==> config.mk <==
export PLATFORM = sky130hd
export DESIGN_NAME = vwrite_unit
export DESIGN_NICKNAME = d
export VERILOG_FILES = /design/src/rtl/vwrite_pkg.sv /design/src/rtl/address_gen.sv /design/src/rtl/memory_reader.sv /design/src/rtl/vwrite_unit.sv
export VERILOG_INCLUDE_DIRS = /design/src /design/src/rtl
export SDC_FILE = /design/constraint.sdc
export NUM_CORES = 1
export LEC_CHECK = 0
export ABC_AREA = 1
export BUFFER_PORTS_ARGS = -buffer_cell sky130_fd_sc_hd__buf_2
export CAP_MARGIN = 20
export CORE_UTILIZATION = 53
export DETAILED_ROUTE_END_ITERATION = 10
export PLACE_DENSITY_LB_ADDON = 0.1
export SYNTH_ARGS = -nofsm -noshare
export SYNTH_HDL_FRONTEND = slang
export SYNTH_SLANG_ARGS = --single-unit
==> constraint.sdc <==
create_clock -name clk -period 4.31 [get_ports clk]
set_clock_uncertainty 0.2 [all_clocks]
set_input_delay 0.431 -clock clk [delete_from_list [all_inputs] [get_ports clk]]
set_output_delay 0.431 -clock clk [all_outputs]
set_load 0.01 [all_outputs]
==> src/rtl/vwrite_settings.svh <==
`ifndef VWRITE_SETTINGS_SVH
`define VWRITE_SETTINGS_SVH

// Width of one stream and bus word
`define VW_DATA_W 32

// Local buffer address for 256 words
`define VW_ADDR_W 8
`define VW_MEM_DEPTH (1 << `VW_ADDR_W)

// Loop period and duty counters
`define VW_PERIOD_W 6

// Start delay counter
`define VW_DELAY_W 4

// Burst length field in beats minus one
`define VW_LEN_W 8

// External databus address
`define VW_EXT_ADDR_W 32

`endif

==> src/rtl/vwrite_pkg.sv <==
`include "vwrite_settings.svh"

package vwrite_pkg;

   // One two-level loop nest
   typedef struct packed {
      logic [`VW_ADDR_W-1:0]   start;
      logic [`VW_PERIOD_W-1:0] period;
      logic [`VW_PERIOD_W-1:0] duty;
      logic [`VW_ADDR_W-1:0]   incr;
      logic [`VW_ADDR_W-1:0]   iterations;
      logic [`VW_ADDR_W-1:0]   shift;
      logic [`VW_PERIOD_W-1:0] period2;
      logic [`VW_ADDR_W-1:0]   incr2;
      logic [`VW_ADDR_W-1:0]   iterations2;
      logic [`VW_ADDR_W-1:0]   shift2;
      logic [`VW_DELAY_W-1:0]  delay;
   } addr_gen_cfg_t;

   // Held stable from run until done
   typedef struct packed {
      logic [`VW_EXT_ADDR_W-1:0] ext_addr;
      logic [`VW_LEN_W-1:0]      length;
      logic                      write_enabled;
      logic                      ping_pong;
      addr_gen_cfg_t             store;
      addr_gen_cfg_t             send;
   } write_cfg_t;

   typedef struct packed {
      logic                      valid;
      logic [`VW_EXT_ADDR_W-1:0] addr;
      logic [`VW_DATA_W-1:0]     wdata;
      logic [`VW_LEN_W-1:0]      len;
   } bus_req_t;

   typedef struct packed {
      logic ready;
      logic last;
   } bus_rsp_t;

   typedef enum logic [1:0] {
      GEN_IDLE,
      GEN_DELAY,
      GEN_RUN
   } gen_state_e;

endpackage

==> src/rtl/address_gen.sv <==
`timescale 1ns/1ns
`include "vwrite_settings.svh"

module address_gen (
   input  logic                      clk,
   input  logic                      rst,
   input  logic                      run_i,
   input  vwrite_pkg::addr_gen_cfg_t cfg_i,
   input  logic                      ready_i,
   output logic                      valid_o,
   output logic [`VW_ADDR_W-1:0]     addr_o,
   output logic                      store_o,
   output logic                      done_o
);

   vwrite_pkg::gen_state_e state_q;

   logic [`VW_DELAY_W-1:0]  delay_cnt_q;
   logic [`VW_PERIOD_W-1:0] per_cnt_q;
   logic [`VW_ADDR_W-1:0]   iter_cnt_q;
   logic [`VW_PERIOD_W-1:0] per2_cnt_q;
   logic [`VW_ADDR_W-1:0]   iter2_cnt_q;
   logic [`VW_ADDR_W-1:0]   addr_q;
   logic [`VW_ADDR_W-1:0]   base2_q;
   logic [`VW_ADDR_W-1:0]   base2_next;
   logic                    done_q;

   // One past each index, so a zero limit acts as one
   logic [`VW_PERIOD_W:0] per_next;
   logic [`VW_ADDR_W:0]   iter_next;
   logic [`VW_PERIOD_W:0] per2_next;
   logic [`VW_ADDR_W:0]   iter2_next;
   logic                  per_last;
   logic                  iter_last;
   logic                  per2_last;
   logic                  iter2_last;
   logic                  step;

   assign per_next   = {1'b0, per_cnt_q} + 1'b1;
   assign iter_next  = {1'b0, iter_cnt_q} + 1'b1;
   assign per2_next  = {1'b0, per2_cnt_q} + 1'b1;
   assign iter2_next = {1'b0, iter2_cnt_q} + 1'b1;

   assign per_last   = per_next >= {1'b0, cfg_i.period};
   assign iter_last  = iter_next >= {1'b0, cfg_i.iterations};
   assign per2_last  = per2_next >= {1'b0, cfg_i.period2};
   assign iter2_last = iter2_next >= {1'b0, cfg_i.iterations2};

   assign step = (state_q == vwrite_pkg::GEN_RUN) && ready_i;

   // Outer level moves by incr2 inside a period2 group and by shift2 at its end
   assign base2_next = per2_last ? base2_q + cfg_i.shift2 : base2_q + cfg_i.incr2;

   always_ff @(posedge clk or posedge rst) begin
      if (rst) begin
         state_q     <= vwrite_pkg::GEN_IDLE;
         delay_cnt_q <= '0;
         per_cnt_q   <= '0;
         iter_cnt_q  <= '0;
         per2_cnt_q  <= '0;
         iter2_cnt_q <= '0;
         done_q      <= 1'b0;
      end else begin
         done_q <= 1'b0;
         if (run_i) begin
            if (cfg_i.delay != '0) begin
               state_q <= vwrite_pkg::GEN_DELAY;
            end else begin
               state_q <= vwrite_pkg::GEN_RUN;
            end
            delay_cnt_q <= cfg_i.delay;
            per_cnt_q   <= '0;
            iter_cnt_q  <= '0;
            per2_cnt_q  <= '0;
            iter2_cnt_q <= '0;
         end else if (state_q == vwrite_pkg::GEN_DELAY) begin
            delay_cnt_q <= delay_cnt_q - 1'b1;
            if (delay_cnt_q == 'd1) begin
               state_q <= vwrite_pkg::GEN_RUN;
            end
         end else if (step) begin
            if (!per_last) begin
               per_cnt_q <= per_cnt_q + 1'b1;
            end else begin
               per_cnt_q <= '0;
               if (!iter_last) begin
                  iter_cnt_q <= iter_cnt_q + 1'b1;
               end else begin
                  iter_cnt_q <= '0;
                  if (!per2_last) begin
                     per2_cnt_q <= per2_cnt_q + 1'b1;
                  end else if (!iter2_last) begin
                     per2_cnt_q  <= '0;
                     iter2_cnt_q <= iter2_cnt_q + 1'b1;
                  end else begin
                     state_q <= vwrite_pkg::GEN_IDLE;
                     done_q  <= 1'b1;
                  end
               end
            end
         end
      end
   end

   // At a period end the address moves by shift instead of incr
   always_ff @(posedge clk) begin
      if (run_i) begin
         addr_q  <= cfg_i.start;
         base2_q <= cfg_i.start;
      end else if (step) begin
         if (!per_last) begin
            addr_q <= addr_q + cfg_i.incr;
         end else if (!iter_last) begin
            addr_q <= addr_q + cfg_i.shift;
         end else if (!(per2_last && iter2_last)) begin
            addr_q  <= base2_next;
            base2_q <= base2_next;
         end
      end
   end

   assign valid_o = (state_q == vwrite_pkg::GEN_RUN);
   assign store_o = valid_o && (per_cnt_q < cfg_i.duty);
   assign addr_o  = addr_q;
   assign done_o  = done_q;

endmodule

==> src/rtl/memory_reader.sv <==
`timescale 1ns/1ns
`include "vwrite_settings.svh"

module memory_reader (
   input  logic                  clk,
   input  logic                  rst,
   input  logic                  start_over_i,
   input  logic                  s_valid_i,
   output logic                  s_ready_o,
   input  logic [`VW_ADDR_W-1:0] s_addr_i,
   output logic                  m_valid_o,
   output logic [`VW_DATA_W-1:0] m_data_o,
   input  logic                  m_ready_i,
   input  logic                  m_last_i,
   output logic                  mem_en_o,
   output logic [`VW_ADDR_W-1:0] mem_addr_o,
   input  logic [`VW_DATA_W-1:0] mem_data_i
);

   logic [`VW_DATA_W-1:0] skid_q [0:1];
   logic [1:0]            count_q;
   logic                  wr_ptr_q;
   logic                  rd_ptr_q;
   logic                  pending_q;
   logic                  ended_q;
   logic [2:0]            occupancy;
   logic                  issue;
   logic                  push;
   logic                  pop;
   logic                  last_beat;

   assign pop       = m_valid_o && m_ready_i;
   assign push      = pending_q;
   assign last_beat = pop && m_last_i;

   // Entries held plus the read returning now, less the one leaving
   assign occupancy = {1'b0, count_q} + {2'b00, pending_q} - {2'b00, pop};
   assign s_ready_o = !ended_q && (occupancy < 3'd2);
   assign issue     = s_valid_i && s_ready_o;

   assign mem_en_o   = issue;
   assign mem_addr_o = s_addr_i;

   always_ff @(posedge clk or posedge rst) begin
      if (rst) begin
         count_q   <= '0;
         wr_ptr_q  <= 1'b0;
         rd_ptr_q  <= 1'b0;
         pending_q <= 1'b0;
         ended_q   <= 1'b0;
      end else if (start_over_i || last_beat) begin
         // Drop everything, including a read still in flight
         count_q   <= '0;
         wr_ptr_q  <= 1'b0;
         rd_ptr_q  <= 1'b0;
         pending_q <= 1'b0;
         ended_q   <= !start_over_i;
      end else begin
         pending_q <= issue;
         if (push) begin
            wr_ptr_q <= !wr_ptr_q;
         end
         if (pop) begin
            rd_ptr_q <= !rd_ptr_q;
         end
         count_q <= count_q + {1'b0, push} - {1'b0, pop};
      end
   end

   always_ff @(posedge clk) begin
      if (push) begin
         skid_q[wr_ptr_q] <= mem_data_i;
      end
   end

   assign m_valid_o = (count_q != 2'd0);
   assign m_data_o  = skid_q[rd_ptr_q];

endmodule

==> src/rtl/vwrite_unit.sv <==
`timescale 1ns/1ns
`include "vwrite_settings.svh"

module vwrite_unit (
   input  logic                   clk,
   input  logic                   rst,
   input  logic                   run_i,
   input  vwrite_pkg::write_cfg_t cfg_i,
   input  logic [`VW_DATA_W-1:0]  in_data_i,
   input  vwrite_pkg::bus_rsp_t   bus_rsp_i,
   input  logic [`VW_DATA_W-1:0]  rd_data_i,
   output logic                   done_o,
   output vwrite_pkg::bus_req_t   bus_req_o,
   output logic                   wr_en_o,
   output logic [`VW_ADDR_W-1:0]  wr_addr_o,
   output logic [`VW_DATA_W-1:0]  wr_data_o,
   output logic                   rd_en_o,
   output logic [`VW_ADDR_W-1:0]  rd_addr_o
);

   vwrite_pkg::addr_gen_cfg_t store_cfg;
   vwrite_pkg::addr_gen_cfg_t send_cfg;

   logic                  write_done_q;
   logic                  store_done_q;
   logic                  toggle_q;
   logic                  store_valid;
   logic                  store_flag;
   logic                  store_gen_done;
   logic                  send_valid;
   logic                  send_flag;
   logic                  send_ready;
   logic [`VW_ADDR_W-1:0] send_addr;
   logic                  reader_ready;
   logic                  m_valid;
   logic [`VW_DATA_W-1:0] m_data;
   logic                  bus_valid;
   logic                  bus_ready;
   logic                  last_beat;

   // Ping-pong halves are picked by the top address bit
   always_comb begin
      store_cfg       = cfg_i.store;
      store_cfg.start = {cfg_i.ping_pong && toggle_q, cfg_i.store.start[`VW_ADDR_W-2:0]};
      send_cfg        = cfg_i.send;
      send_cfg.start  = {cfg_i.ping_pong && !toggle_q, {(`VW_ADDR_W-1){1'b0}}};
   end

   always_ff @(posedge clk or posedge rst) begin
      if (rst) begin
         write_done_q <= 1'b1;
         store_done_q <= 1'b1;
         toggle_q     <= 1'b0;
      end else if (run_i) begin
         write_done_q <= !cfg_i.write_enabled;
         store_done_q <= 1'b0;
         toggle_q     <= cfg_i.ping_pong ? !toggle_q : 1'b0;
      end else begin
         if (store_gen_done) begin
            store_done_q <= 1'b1;
         end
         if (last_beat) begin
            write_done_q <= 1'b1;
         end
      end
   end

   assign done_o = write_done_q && store_done_q;

   address_gen store_gen (
      .clk     (clk),
      .rst     (rst),
      .run_i   (run_i),
      .cfg_i   (store_cfg),
      .ready_i (1'b1),
      .valid_o (store_valid),
      .addr_o  (wr_addr_o),
      .store_o (store_flag),
      .done_o  (store_gen_done)
   );

   // Positions outside the duty window are skipped without a read
   assign send_ready = reader_ready || !send_flag;

   address_gen send_gen (
      .clk     (clk),
      .rst     (rst),
      .run_i   (run_i && cfg_i.write_enabled),
      .cfg_i   (send_cfg),
      .ready_i (send_ready),
      .valid_o (send_valid),
      .addr_o  (send_addr),
      .store_o (send_flag),
      .done_o  ()
   );

   memory_reader reader (
      .clk          (clk),
      .rst          (rst),
      .start_over_i (run_i),
      .s_valid_i    (send_valid && send_flag),
      .s_ready_o    (reader_ready),
      .s_addr_i     (send_addr),
      .m_valid_o    (m_valid),
      .m_data_o     (m_data),
      .m_ready_i    (bus_ready),
      .m_last_i     (bus_rsp_i.last),
      .mem_en_o     (rd_en_o),
      .mem_addr_o   (rd_addr_o),
      .mem_data_i   (rd_data_i)
   );

   assign bus_valid = m_valid && !write_done_q;
   assign bus_ready = bus_rsp_i.ready && !write_done_q;
   assign last_beat = bus_valid && bus_rsp_i.ready && bus_rsp_i.last;

   always_comb begin
      bus_req_o.valid = bus_valid;
      bus_req_o.addr  = cfg_i.ext_addr;
      bus_req_o.wdata = m_data;
      bus_req_o.len   = cfg_i.length;
   end

   assign wr_en_o   = store_valid && store_flag;
   assign wr_data_o = in_data_i;

endmodule

==> impl_results.md <==
- Status: completed
- Synth Area in Compound Gates: 8.00%
- DP Area: 13800 um^2
- Cells after Synth: 1609
- Worst path required time: 4490 ps
- Max Freq: 0.247 GHz
- Yosys top cell area share: 19.2%
- Drt initial violations: 577
- Hold_sp: cfg_i[1]
- Yosys top cell by area: edfxtp_1
- Synthesized Nets: 2005
- Hold Path Class: in -> reg
- Multiplexer area fraction after synthesis: 0%
- Clock buffer depth: 2
- CTS tree: yes
- Final period util: 93.9%
- Routed WL: 31400 um
- Mapped Avg Cell Area: 7.96 um^2
- Antenna-violating nets left: 0
- Synth-to-layout area growth: 16.0%
- I/O Pins: 391
- Startpoint types: register
- Leak pwr: 7.91 nW
- Vias in the first global route: 10500
- Post-Synth XOR/XNOR Area: 5.06%
- Largest family of logic cells by synthesized area: simple AND/OR/NAND/NOR gates
- Post-Syn Area: 12800 um^2
- Fill cell count: 2104
- Total power draw: 6.38 mW
- WP data arrival: 4230 ps
- Initial antenna violation count: 1
- CTS Buf Count: 17
- Top post-synthesis cells by area: edfxtp_1, dfrtp_1, nand2_1, ha_1, inv_1
- Setup crit end kind: register
- Worst hold slack: 71.1 ps
- Final-stage net count: 2212
- Utilization after layout: 62.9%
- DP Worst Slack: 168 ps
- Gr usage total: 25.9%
- Root Buffer: clkbuf_16
- Global-route wire length before repair: 50000 um
- CP max FO: 7
- Max-Cap Viols: 0
- Antenna diodes: 0
- Worst-skew pair later-pin latency: 440 ps
- Hold Vio Cnt, Final: 0
- Count of final setup violators: 0
- Detail Placement HPWL: 24500 um
- DR WL/cell: 14.6 um
- Fraction of registers with async set/reset: 44.8%
- Slew @ Worst Pin: 704 ps
- Clock Pin Slew Worst Setup and Hold Paths: 80 ps
- Pwr Density: 430 nW/um^2
- Post-synthesis sequential area ratio: 36.7%
- Worst Setup SP: send_gen.per2_cnt_q[0]
- Area occupied by multi-input gates: 6580 um^2
- Yosys reg bits: 174
- Reg area: 4700 um^2
- Post-route setup slack: 265 ps
- Die width: 157 um
- Sink Count: 174
- Buffers on Ports: 237
- VDD IR max: 0.254 mV
- Remaining DRCs: 0
- Die Span Y: 157 um
- GRT overflow: 0
- Largest net degree at the start of global routing: 41
- Minimum clock period: 4050 ps
- Max Transition Viols Final: 0
- Distinct cells, synth: 55
- RSZ-0062 raised after global routing: yes
- Final instance area: 14800 um^2
- Number of flops mapped to enable cells by yosys: 82
- Via density: 5.09
- Rows: 56
- Initial Util: 54.2%
- CORE AREA: 23600 um^2
- Top FF cell, synth: edfxtp_1
- R2R Path Start: send_gen.per2_cnt_q[0]
- H-tree levels: 4
- YS warnings: 0
- Via count: 10900
- Die area: 24800 um^2
- Detailed Routing Iterations Pass 1: 5
- Share of cells above drive strength 1: 18.5%
- Routability cong.: 0.894
- Post-Synth Simple-Gate Area: 25.1%
- Max-slew headroom: 53.0%
- Synth Area in Adders: 13.0%
- Worst Path Class, Setup: reg -> reg
==> registers in the layout, summed over array words and instances (netlist names), 8 cells and up <==
signal,flops
send_gen.iter_cnt_q,8
send_gen.iter2_cnt_q,8
send_gen.base2_q,8
store_gen.addr_o,8
store_gen.base2_q,8
reader.skid_q,64
store_gen.iter2_cnt_q,8
store_gen.iter_cnt_q,8
send_gen.addr_o,8
==> timing repair <==
item                                   in CTS  in global routing
gates resized for setup                     0                  8
setup endpoints to repair                   0                 11
hold buffers                               33                  0
setup buffers                               0                  3
endpoints found under the hold margin     100                  0
==> routing by layer <==
layer	GRT usage [%]	up-vias	wire length [um]
li1	-	5601	-
met1	30.8	4963	13400
met2	45.6	293	15400
met3	5.09	69	1630
met4	10.2	0	998
met5	0	-	0
==> synthesized netlist by cell type (6+ instances only) <==
cell,instances
o211ai_1,10
clkbuf_1,13
nand3b_1,14
buf_2,6
nor3_1,11
o22ai_1,12
xor2_1,57
edfxtp_1,82
buf_4,74
inv_1,226
nand2_1,432
dfrtp_1,76
a21oi_1,61
o21a_1,7
nand4_1,35
ha_1,122
inv_2,7
dfxtp_1,14
o21ai_1,13
xnor2_1,17
o21ai_0,45
nor2_2,6
nand3_1,102
fa_1,7
nor2_1,99
==> final timing paths <==
path                                                 to  slack [ps]  cells past startpoint
min in group asynchronous       send_gen.iter2_cnt_q[1]         460                      3
worst min-delay path            send_gen.delay_cnt_q[1]          70                      3
max in group asynchronous        send_gen.iter_cnt_q[4]        2460                      4
worst max register to register       send_gen.addr_o[6]         260                     23
worst min register to register             store_done_q         270                      2
worst max-delay path                 send_gen.addr_o[6]         260                     23
==> cell usage in the layout (no fill, tap or decap), types with 3 or more instances in the layout <==
cell type,n
nand4_1,35
nand3b_1,14
edfxtp_1,82
nor3_1,11
nor2_4,3
o21ai_1,13
or2_2,3
nand2_1,431
o211ai_1,10
xor2_1,57
fa_1,6
nand2_4,3
inv_1,224
nand3_1,101
nor2_2,8
nand3_4,3
clkbuf_16,17
o221ai_1,3
clkinv_8,7
buf_4,14
o21a_1,7
a21o_1,3
dlygate4sd3_1,33
buf_2,237
ha_1,121
o21bai_1,5
inv_12,4
nand2_2,5
o22ai_1,12
nor2_1,97
a21oi_1,61
dfrtp_1,75
o21ai_0,45
xnor2_1,17
inv_6,3
dfxtp_1,14
nand3_2,4
inv_2,8
==> layout make-up <==
cell class / instances / area share [%]
clock buffer: 17 / 2.87
clock inverter: 15 / 1.46
inverter: 234 / 5.93
multi-input combinational: 1104 / 44.3
sequential: 174 / 31.7
tap: 319 / 2.69
timing repair buffer: 285 / 11.1
==> critical path: stages (launching register included) <==
cell	delay, ps
dfrtp_1	430
ha_1	240
nand3_1	120
xor2_1	210
inv_1	70
ha_1	290
a21o_1	180
a211oi_2	250
nand2_2	170
nand2_1	90
nand2_1	50
ha_1	210
fa_1	410
nand3_1	100
nand3_1	100
nand2_1	80
nand2_1	50
nand2_1	50
nand2_1	60
xor2_1	180
nand3_1	140
nand3_1	130
nor2_1	50
nor2_1	110
==> cells by family (layout without fill, tap and decap cells) <==
group,count (synthesis),count (layout)
buffers and inverters,331,551
AO/OA/AOI/OAI,174,174
flip-flops,174,174
XOR/XNOR,74,74
AND/OR/NAND/NOR,727,727
adder cells (fa/ha/maj),129,129
==> stage by stage <==
stage | instances | setup TNS [ps]
3_3_place_gp | 2079 | 0
5_1_grt | 2148 | -56.2
3_5_place_dp | 2079 | 0
6_report | 2148 | 0
2_1_floorplan | 1609 | 0
4_1_cts | 2144 | 0
==> report_power, final <==
part / total [mW] / internal [mW] / switching, mW / leakage (nW)
sequential: 2.26 / 2.05 / 0.210 / 1.91
clock: 1.62 / 0.812 / 0.812 / 0.307
combinational: 2.50 / 1.00 / 1.50 / 5.70
total: 6.38 / 3.86 / 2.52 / 7.91
Note: power is estimated with default switching activity, not from simulation.
